File: src/common/pit_bus_pkg.sv
// Host bus package for the interval timer: data bytes, register addresses and control fields
`default_nettype none

package pit_bus_pkg;

	// One byte on the host data bus
	typedef logic [7:0] byte_t;

	// Register address from a1,a0
	typedef logic [1:0] addr_t;

	// Counter select field of a control word, bits 7:6
	typedef logic [1:0] sel_t;

	// Control words go to the last address
	localparam addr_t ADDR_CTRL = 2'd3;

	// Read/load field of a control word, bits 5:4
	// Zero is the counter latch command
	typedef enum logic [1:0] {
		rw_latch = 2'd0,
		rw_lsb   = 2'd1,
		rw_msb   = 2'd2,
		rw_both  = 2'd3
	} rw_e;

endpackage

`default_nettype wire

File: src/common/pit_count_pkg.sv
// Counting package for the interval timer: count width, modes and engine states
`default_nettype none

package pit_count_pkg;

	// Counter value
	typedef logic [15:0] count_t;

	localparam int NUM_CHANNELS = 3;

	// A written count of zero counts the full range
	localparam count_t ZERO_LOAD = 16'hFFFF;

	// Flops in the counter clock synchronizer
	localparam int SYNC_STAGES = 2;

	// Mode field, bits 3:1 of a control word
	// Codes without a name count as mode_tc
	typedef enum logic [2:0] {
		mode_tc     = 3'd0,
		mode_rate   = 3'd2,
		mode_square = 3'd3
	} mode_e;

	typedef enum logic [1:0] {
		st_idle      = 2'd0,
		st_load_wait = 2'd1,
		st_count     = 2'd2
	} engine_state_e;

endpackage

`default_nettype wire

File: src/common/pit_host_if.sv
// Interval timer host link: one channel's decoded host strobes and its next read byte
`default_nettype none
`timescale 1ns/100ps

interface pit_host_if;

	// Write data, valid while ctrl_wr or count_wr is high
	pit_bus_pkg::byte_t wr_data;

	// Control word addressed to this channel
	logic ctrl_wr;

	// Count byte written to this channel
	logic count_wr;

	// Read of this channel's address
	logic rd_stb;

	// Byte returned by the next read
	pit_bus_pkg::byte_t rd_byte;

	modport decoder (
		output wr_data,
		output ctrl_wr,
		output count_wr,
		output rd_stb,
		input  rd_byte
	);

	modport channel (
		input  wr_data,
		input  ctrl_wr,
		input  count_wr,
		input  rd_stb,
		output rd_byte
	);

endinterface

`default_nettype wire

File: src/pit_counter/pit_count_engine.sv
// Count engine of one interval timer channel with counter clock sync, load/count FSM and out
`default_nettype none
`timescale 1ns/100ps

module pit_count_engine (
	input  wire                   ZCLK,
	input  wire                   rst_n,
	input  wire                   clk_in,
	input  wire                   gate,
	input  pit_count_pkg::mode_e  mode,
	input  wire                   new_mode,
	input  wire                   load_req,
	input  pit_count_pkg::count_t load_value,
	output pit_count_pkg::count_t count,
	output logic                  out
);

	logic [pit_count_pkg::SYNC_STAGES-1:0] sync_q;
	logic                                  clk_prev_q;
	logic                                  tick;
	logic                                  counting;
	pit_count_pkg::engine_state_e          state;
	pit_count_pkg::count_t                 start_value;
	pit_count_pkg::count_t                 reload_q;
	pit_count_pkg::count_t                 next_count;

	// Counter clock synchronizer and rising edge detect
	always_ff @(posedge ZCLK or negedge rst_n) begin
		if (!rst_n) begin
			sync_q     <= '0;
			clk_prev_q <= 1'b0;
		end else begin
			sync_q     <= {sync_q[pit_count_pkg::SYNC_STAGES-2:0], clk_in};
			clk_prev_q <= sync_q[pit_count_pkg::SYNC_STAGES-1];
		end
	end

	assign tick = sync_q[pit_count_pkg::SYNC_STAGES-1] & ~clk_prev_q;

	assign start_value = (load_value == '0) ? pit_count_pkg::ZERO_LOAD : load_value;
	assign counting    = (state == pit_count_pkg::st_count);

	// Loaded value kept for reloads and the square wave threshold
	always_ff @(posedge ZCLK or negedge rst_n) begin
		if (!rst_n) begin
			reload_q <= '0;
		end else if (state == pit_count_pkg::st_load_wait && tick) begin
			reload_q <= start_value;
		end
	end

	always_comb begin
		case (mode)
			pit_count_pkg::mode_rate,
			pit_count_pkg::mode_square: begin
				next_count = (count == 16'd1) ? reload_q : count - 16'd1;
			end
			// Terminal count stops at zero
			default: next_count = (count == '0) ? count : count - 16'd1;
		endcase
	end

	always_ff @(posedge ZCLK or negedge rst_n) begin
		if (!rst_n) begin
			state <= pit_count_pkg::st_idle;
			count <= '0;
		end else if (new_mode) begin
			state <= pit_count_pkg::st_idle;
		end else if (load_req) begin
			state <= pit_count_pkg::st_load_wait;
		end else begin
			case (state)
				pit_count_pkg::st_load_wait: begin
					if (tick) begin
						count <= start_value;
						state <= pit_count_pkg::st_count;
					end
				end
				pit_count_pkg::st_count: begin
					if (tick && gate) begin
						count <= next_count;
					end
				end
				default: ;
			endcase
		end
	end

	// Out follows the count in the same cycle
	always_comb begin
		case (mode)
			pit_count_pkg::mode_rate: begin
				out = ~(counting && count == 16'd1);
			end
			pit_count_pkg::mode_square: begin
				out = ~gate || ~counting || (count > (reload_q >> 1));
			end
			default: out = counting && (count == '0);
		endcase
	end

endmodule

`default_nettype wire

File: src/pit_counter/pit_counter.sv
// One interval timer channel with its control register, count byte loading, latch and readback
`default_nettype none
`timescale 1ns/100ps

module pit_counter (
	input  wire          ZCLK,
	input  wire          rst_n,
	input  wire          clk_in,
	input  wire          gate,
	pit_host_if.channel  host,
	output logic         out
);

	pit_bus_pkg::rw_e      rw_q;
	pit_bus_pkg::rw_e      wr_rw;
	pit_count_pkg::mode_e  mode_q;
	pit_bus_pkg::byte_t    lsb_q;
	pit_bus_pkg::byte_t    msb_q;
	pit_count_pkg::count_t latch_q;
	pit_count_pkg::count_t count_now;
	logic                  wr_msb_next_q;
	logic                  rd_msb_q;
	logic                  latch_cmd;
	logic                  mode_wr;
	logic                  load_req;

	// Read/load field of the incoming control word
	assign wr_rw     = pit_bus_pkg::rw_e'(host.wr_data[5:4]);
	assign latch_cmd = host.ctrl_wr & (wr_rw == pit_bus_pkg::rw_latch);
	assign mode_wr   = host.ctrl_wr & (wr_rw != pit_bus_pkg::rw_latch);

	// Count is complete on a single-byte write or the second byte of a pair
	always_comb begin
		load_req = 1'b0;
		if (host.count_wr) begin
			case (rw_q)
				pit_bus_pkg::rw_lsb,
				pit_bus_pkg::rw_msb:  load_req = 1'b1;
				pit_bus_pkg::rw_both: load_req = wr_msb_next_q;
				default:              load_req = 1'b0;
			endcase
		end
	end

	// Control register
	always_ff @(posedge ZCLK or negedge rst_n) begin
		if (!rst_n) begin
			rw_q   <= pit_bus_pkg::rw_latch;
			mode_q <= pit_count_pkg::mode_tc;
		end else if (mode_wr) begin
			rw_q   <= wr_rw;
			mode_q <= pit_count_pkg::mode_e'(host.wr_data[3:1]);
		end
	end

	// A single-byte load clears the count byte it leaves out
	always_ff @(posedge ZCLK or negedge rst_n) begin
		if (!rst_n) begin
			lsb_q         <= '0;
			msb_q         <= '0;
			wr_msb_next_q <= 1'b0;
		end else if (mode_wr) begin
			wr_msb_next_q <= 1'b0;
		end else if (host.count_wr) begin
			case (rw_q)
				pit_bus_pkg::rw_lsb: begin
					lsb_q <= host.wr_data;
					msb_q <= '0;
				end
				pit_bus_pkg::rw_msb: begin
					lsb_q <= '0;
					msb_q <= host.wr_data;
				end
				pit_bus_pkg::rw_both: begin
					if (wr_msb_next_q) begin
						msb_q <= host.wr_data;
					end else begin
						lsb_q <= host.wr_data;
					end
					wr_msb_next_q <= ~wr_msb_next_q;
				end
				default: ;
			endcase
		end
	end

	// Count latch
	always_ff @(posedge ZCLK or negedge rst_n) begin
		if (!rst_n) begin
			latch_q <= '0;
		end else if (latch_cmd) begin
			latch_q <= count_now;
		end
	end

	// Read order alternates only for LSB then MSB
	always_ff @(posedge ZCLK or negedge rst_n) begin
		if (!rst_n) begin
			rd_msb_q <= 1'b0;
		end else if (host.ctrl_wr) begin
			rd_msb_q <= 1'b0;
		end else if (host.rd_stb && rw_q == pit_bus_pkg::rw_both) begin
			rd_msb_q <= ~rd_msb_q;
		end
	end

	assign host.rd_byte = (rw_q == pit_bus_pkg::rw_msb ||
		(rw_q == pit_bus_pkg::rw_both && rd_msb_q)) ? latch_q[15:8] : latch_q[7:0];

	pit_count_engine u_engine (
		.ZCLK       (ZCLK),
		.rst_n      (rst_n),
		.clk_in     (clk_in),
		.gate       (gate),
		.mode       (mode_q),
		.new_mode   (mode_wr),
		.load_req   (load_req),
		.load_value ({msb_q, lsb_q}),
		.count      (count_now),
		.out        (out)
	);

endmodule

`default_nettype wire

File: src/hw/pit_bus_decode.sv
// Interval timer bus decoder: per-channel host strobes and the registered read data
`default_nettype none
`timescale 1ns/100ps

module pit_bus_decode (
	input  wire                ZCLK,
	input  wire                rst_n,
	input  wire                cs_n,
	input  wire                rd_n,
	input  wire                wr_n,
	input  pit_bus_pkg::addr_t addr,
	input  pit_bus_pkg::byte_t d_in,
	output pit_bus_pkg::byte_t d_out,
	pit_host_if.decoder        host [pit_count_pkg::NUM_CHANNELS]
);

	logic host_wr;
	logic host_rd;
	logic ctrl_access;
	logic rd_count;
	pit_bus_pkg::sel_t sel;

	// Next read byte of each channel, gathered so it can be indexed
	pit_bus_pkg::byte_t rd_bytes [pit_count_pkg::NUM_CHANNELS];

	// A strobe only counts while the other one is idle
	assign host_wr     = ~cs_n & ~wr_n & rd_n;
	assign host_rd     = ~cs_n & ~rd_n & wr_n;
	assign ctrl_access = (addr == pit_bus_pkg::ADDR_CTRL);
	assign sel         = d_in[7:6];

	// Reads of the control address return nothing
	assign rd_count = host_rd & ~ctrl_access;

	for (genvar i = 0; i < pit_count_pkg::NUM_CHANNELS; i++) begin : g_strobe
		assign host[i].wr_data  = d_in;
		// Select value 3 matches no channel and is dropped here
		assign host[i].ctrl_wr  = host_wr & ctrl_access & (sel == pit_bus_pkg::sel_t'(i));
		assign host[i].count_wr = host_wr & (addr == pit_bus_pkg::addr_t'(i));
		assign host[i].rd_stb   = host_rd & (addr == pit_bus_pkg::addr_t'(i));
		assign rd_bytes[i]      = host[i].rd_byte;
	end

	// Read data is taken at the sampling edge and held until the next read
	always_ff @(posedge ZCLK or negedge rst_n) begin
		if (!rst_n) begin
			d_out <= '0;
		end else if (rd_count) begin
			d_out <= rd_bytes[addr];
		end
	end

endmodule

`default_nettype wire

File: src/hw/pit_top.sv
// Three-channel programmable interval timer, top level on a single ZCLK domain
`default_nettype none
`timescale 1ns/100ps

module pit_top (
	input  wire                                         ZCLK,
	input  wire                                         rst_n,
	input  wire                                         cs_n,
	input  wire                                         rd_n,
	input  wire                                         wr_n,
	input  wire                                         a1,
	input  wire                                         a0,
	input  wire         [pit_count_pkg::NUM_CHANNELS-1:0] gate,
	input  wire         [pit_count_pkg::NUM_CHANNELS-1:0] clk,
	input  pit_bus_pkg::byte_t                          d_in,
	output pit_bus_pkg::byte_t                          d_out,
	output logic        [pit_count_pkg::NUM_CHANNELS-1:0] out
);

	// Decoded host strobes, one link per channel
	pit_host_if host_if [pit_count_pkg::NUM_CHANNELS] ();

	pit_bus_decode u_bus_decode (
		.ZCLK  (ZCLK),
		.rst_n (rst_n),
		.cs_n  (cs_n),
		.rd_n  (rd_n),
		.wr_n  (wr_n),
		.addr  ({a1, a0}),
		.d_in  (d_in),
		.d_out (d_out),
		.host  (host_if)
	);

	for (genvar i = 0; i < pit_count_pkg::NUM_CHANNELS; i++) begin : g_channel
		pit_counter u_counter (
			.ZCLK   (ZCLK),
			.rst_n  (rst_n),
			.clk_in (clk[i]),
			.gate   (gate[i]),
			.host   (host_if[i]),
			.out    (out[i])
		);
	end

endmodule

`default_nettype wire

File: config.mk
export PLATFORM = sky130hd
export DESIGN_NAME = pit_top
export DESIGN_NICKNAME = d
export VERILOG_FILES = /design/src/common/pit_bus_pkg.sv /design/src/common/pit_count_pkg.sv /design/src/common/pit_host_if.sv /design/src/pit_counter/pit_count_engine.sv /design/src/pit_counter/pit_counter.sv /design/src/hw/pit_bus_decode.sv /design/src/hw/pit_top.sv
export SDC_FILE = /design/constraint.sdc
export NUM_CORES = 1
export LEC_CHECK = 0
export BUFFER_PORTS_ARGS = -buffer_cell sky130_fd_sc_hd__buf_2
export CAP_MARGIN = 20
export CORE_UTILIZATION = 45
export CTS_BUF_LIST = sky130_fd_sc_hd__clkbuf_8
export DETAILED_ROUTE_END_ITERATION = 10
export GPL_TIMING_DRIVEN = 0
export HOLD_SLACK_MARGIN = 0.12
export PLACE_DENSITY = 0.66
export SYNTH_ARGS = -nofsm -noshare
export SYNTH_HDL_FRONTEND = slang
export SYNTH_SLANG_ARGS = --single-unit
File: constraint.sdc
create_clock -name ZCLK -period 7.1 [get_ports ZCLK]
set_clock_uncertainty 0.05 [all_clocks]
set_input_delay 1.42 -clock ZCLK [delete_from_list [all_inputs] [get_ports ZCLK]]
set_output_delay 1.42 -clock ZCLK [all_outputs]
set_load 0.005 [all_outputs]
==> impl_metrics.yaml <==
synthesis:
  synth_nets: 1522
  ys.flop_type: "dfrtp_1"
  ys_seq_area_frac: 0.433
  syn_inst: 1434
  synth_edf_count: 0
  synth-seq-cells: 236
  synth.distinct_cells: 87
  yosysTopAreaCell: "dfrtp_1"
  ys_top_cells_by_area: "dfrtp_1, o21ai_0, ha_1"
  avgSynthCellArea_sq_um: 9.51
  async_flop_share: 1.00
  syn-cell-area_sq_um: 13600
  synth_top_area_frac: 0.433
  ys.warnings.count: 0
timing:
  fmax_ghz: 0.211
  drv_slew: 0
  final.min_clock_period_ns: 4.75
  tightest_slew_ns: 0.946
  relSlewSlack: 0.368
  post-route-period-util: 0.669
  finalHoldViolations: 0
  worst_slack_ns: 2.35
  rsz0062_at_grt: "false"
  finalSetupViolCount: 0
  timing.setup.tns_ns: 0
floorplanning:
  die_area_sq_um: 31000
  io_pins: 32
  core_sq_um: 29700
  chipWidth_um: 176
  start_util: 0.459
  fp-row-count: 63
  die_h_um: 176
cts:
  hold_buffers: 0
  cts_max_level: 2
  clockRootBuffer: "clkbuf_8"
  cts.clk_slew.worst_paths_ns: 0.06
  tritoncts: "done"
  cts_buffers: 44
  cts_setup_buffers: 0
  clkLatencyLatePin_ns: 0.56
  clockBufferDepth: 3
  clock_sinks: 236
  cts.repair.resized: 0
layout:
  num-fill-cells: 2745
  fin_util: 0.513
  n_antenna_cell: 0
  drive_gt1_frac: 0.134
  layout_commonest_cell: "dfrtp_1"
  syn2layout_area_growth_pct: 11.8
  final_nets: 1598
  most-common-layout-cells: "dfrtp_1, o21ai_0, nand2_1, inv_1, ha_1"
  layout.cells.non_filler: 1932
critical_path:
  cp-end-kind: "primary output"
  worstSetupPathType: "flip-flop to primary output"
  crit_fanout: 10
  critPathRequiredTime_ns: 5.63
  cp_data_arrival_time_ns: 3.28
  worst-r2r-setup-slack_ns: 4.23
  startpoint: "g_channel[1].u_counter.u_engine.count[12]"
  r2r-start: "g_channel[2].u_counter.u_engine.count[6]"
  reg2reg_depth: 7
  cp-start-kind: "flip-flop"
  r2r-end: "g_channel[2].u_counter.u_engine.count[12]"
route:
  drt_iter0_markers: 1135
  via_per_inst: 6.07
  drt_drc_violations_left: 0
  dr.pass1.iters: 5
  wl_um: 40300
  drtAntennaViolNets: 0
  route.vias.total: 11700
  routedWlPerCell_um: 20.9
worst_hold_path:
  hold_depth: 0
  hold_class: "flip-flop to flip-flop"
  whs_endpoint: "g_channel[2].u_counter.u_engine.sync_q[1]"
  hold_path_startpoint: "g_channel[2].u_counter.u_engine.sync_q[0]"
placed_design:
  place_congestion: 0.928
  dp_hpwl_um: 29100
  place_ws_ns: 3.04
  post-place-cells: 1853
  port_buffers: 27
outcome:
  status: "finished clean"
grt:
  overflow: 0
  grt_max_degree: 108
  grt_util_all_layers: 0.266
  grt_pass1_vias: 11400
  grt_pass1_wl_um: 64500
  antenna_found_initial: 0
pwr:
  ir_drop_v: 0.000191
  total_power_mw: 5.55
  pwr_density_cell_nw_per_um2: 364
  leakagePower_nw: 6.51
run:
  cap_violations: 0
==> through the flow <==
stage	cell area [sq um]	hold WS [ns]
2_1_floorplan	13600	0.281
3_3_place_gp	14300	0.290
3_5_place_dp	14300	0.286
4_1_cts	15200	0.307
5_1_grt	15200	0.311
6_report	15200	0.303
==> logic make-up after synthesis <==
| kind of cell | synth area share |
|---|---|
| compound gates | 0.201 |
| simple gates | 0.169 |
| flops | 0.433 |
| buf+inv | 0.0567 |
| mux | 0.0619 |
| fa+ha+maj | 0.0615 |
| xor+xnor | 0.0173 |
==> synth_stat cells, types with 7 or more instances <==
cell type and n:
nor2b_1 26, xnor2_1 23, a211o_1 10, a211oi_1 15, nand3_1 24, dfrtp_1 236
nand4_1 27, inv_1 90, buf_2 11, nor3_1 32, a21oi_1 63, mux2_2 39
o211ai_1 30, nand3b_1 12, nand2_1 115, o31ai_1 11, a21o_1 10, nor2_1 64
o32a_1 11, or3_1 7, and3_1 16, a31oi_1 45, clkbuf_1 62, nand2b_1 23
o21ai_0 174, a32oi_1 9, nor4_1 22, and4_1 7, mux2i_1 9, ha_1 67
mux2_4 21
==> critical path, cell delays in order, from the launching register on <==
cell,delay [ns]
dfrtp_1,0.51
nor4_1,0.63
nor2b_1,0.46
nand3_1,0.29
clkbuf_1,0.31
a22oi_1,0.28
buf_4,0.14
buf_2,0.09
==> worst max path at each step <==
stage	endpoint	depth (start not counted)
after detailed placement	out[1]	7
final	out[1]	7
after CTS	out[1]	7
after floorplan	g_channel[2].u_counter.latch_q[10]	7
after global routing	out[1]	7
after global placement	g_channel[0].u_counter.u_engine.reload_q[2]	1
==> registers in the layout, summed over array words and instances (netlist names) <==
signal / flops
g_channel.u_counter.latch_q: 48
g_channel.u_counter.u_engine.count: 48
g_channel.u_counter.u_engine.reload_q: 48
g_channel.u_counter.lsb_q: 24
g_channel.u_counter.msb_q: 24
g_channel.u_counter.mode_q: 9
u_bus_decode.d_out: 8
g_channel.u_counter.rw_q: 6
g_channel.u_counter.u_engine.state: 6
g_channel.u_counter.u_engine.sync_q: 6
g_channel.u_counter.rd_msb_q: 3
g_channel.u_counter.u_engine.clk_prev_q: 3
g_channel.u_counter.wr_msb_next_q: 3
==> area by class of cell <==
type / count / area [sq um] / area share
multi-input combinational: 1017 / 6960 / 0.457
tap: 390 / 488 / 0.0320
timing repair buffer: 30 / 208 / 0.0136
sequential: 236 / 5910 / 0.387
inverter: 91 / 342 / 0.0224
buffer: 90 / 432 / 0.0283
clock buffer: 55 / 757 / 0.0496
clock inverter: 23 / 153 / 0.0100
==> report_power, final <==
| group | internal [mW] | leakage (nW) | total, mW | switching [mW] |
|---|---|---|---|---|
| sequential | 1.67 | 3.00 | 2.11 | 0.445 |
| clock | 0.768 | 0.518 | 1.36 | 0.593 |
| combinational | 0.858 | 2.99 | 2.07 | 1.21 |
| total | 3.29 | 6.51 | 5.55 | 2.25 |
==> routing by layer <==
metal  track usage  up-vias  part of all wire
li1              -     5396                 -
met1         0.376     5817              0.45
met2         0.417      419              0.46
met3        0.0368       93             0.056
met4        0.0895        0             0.028
met5             0        -                 0
Power figures use the tool's default switching activity.
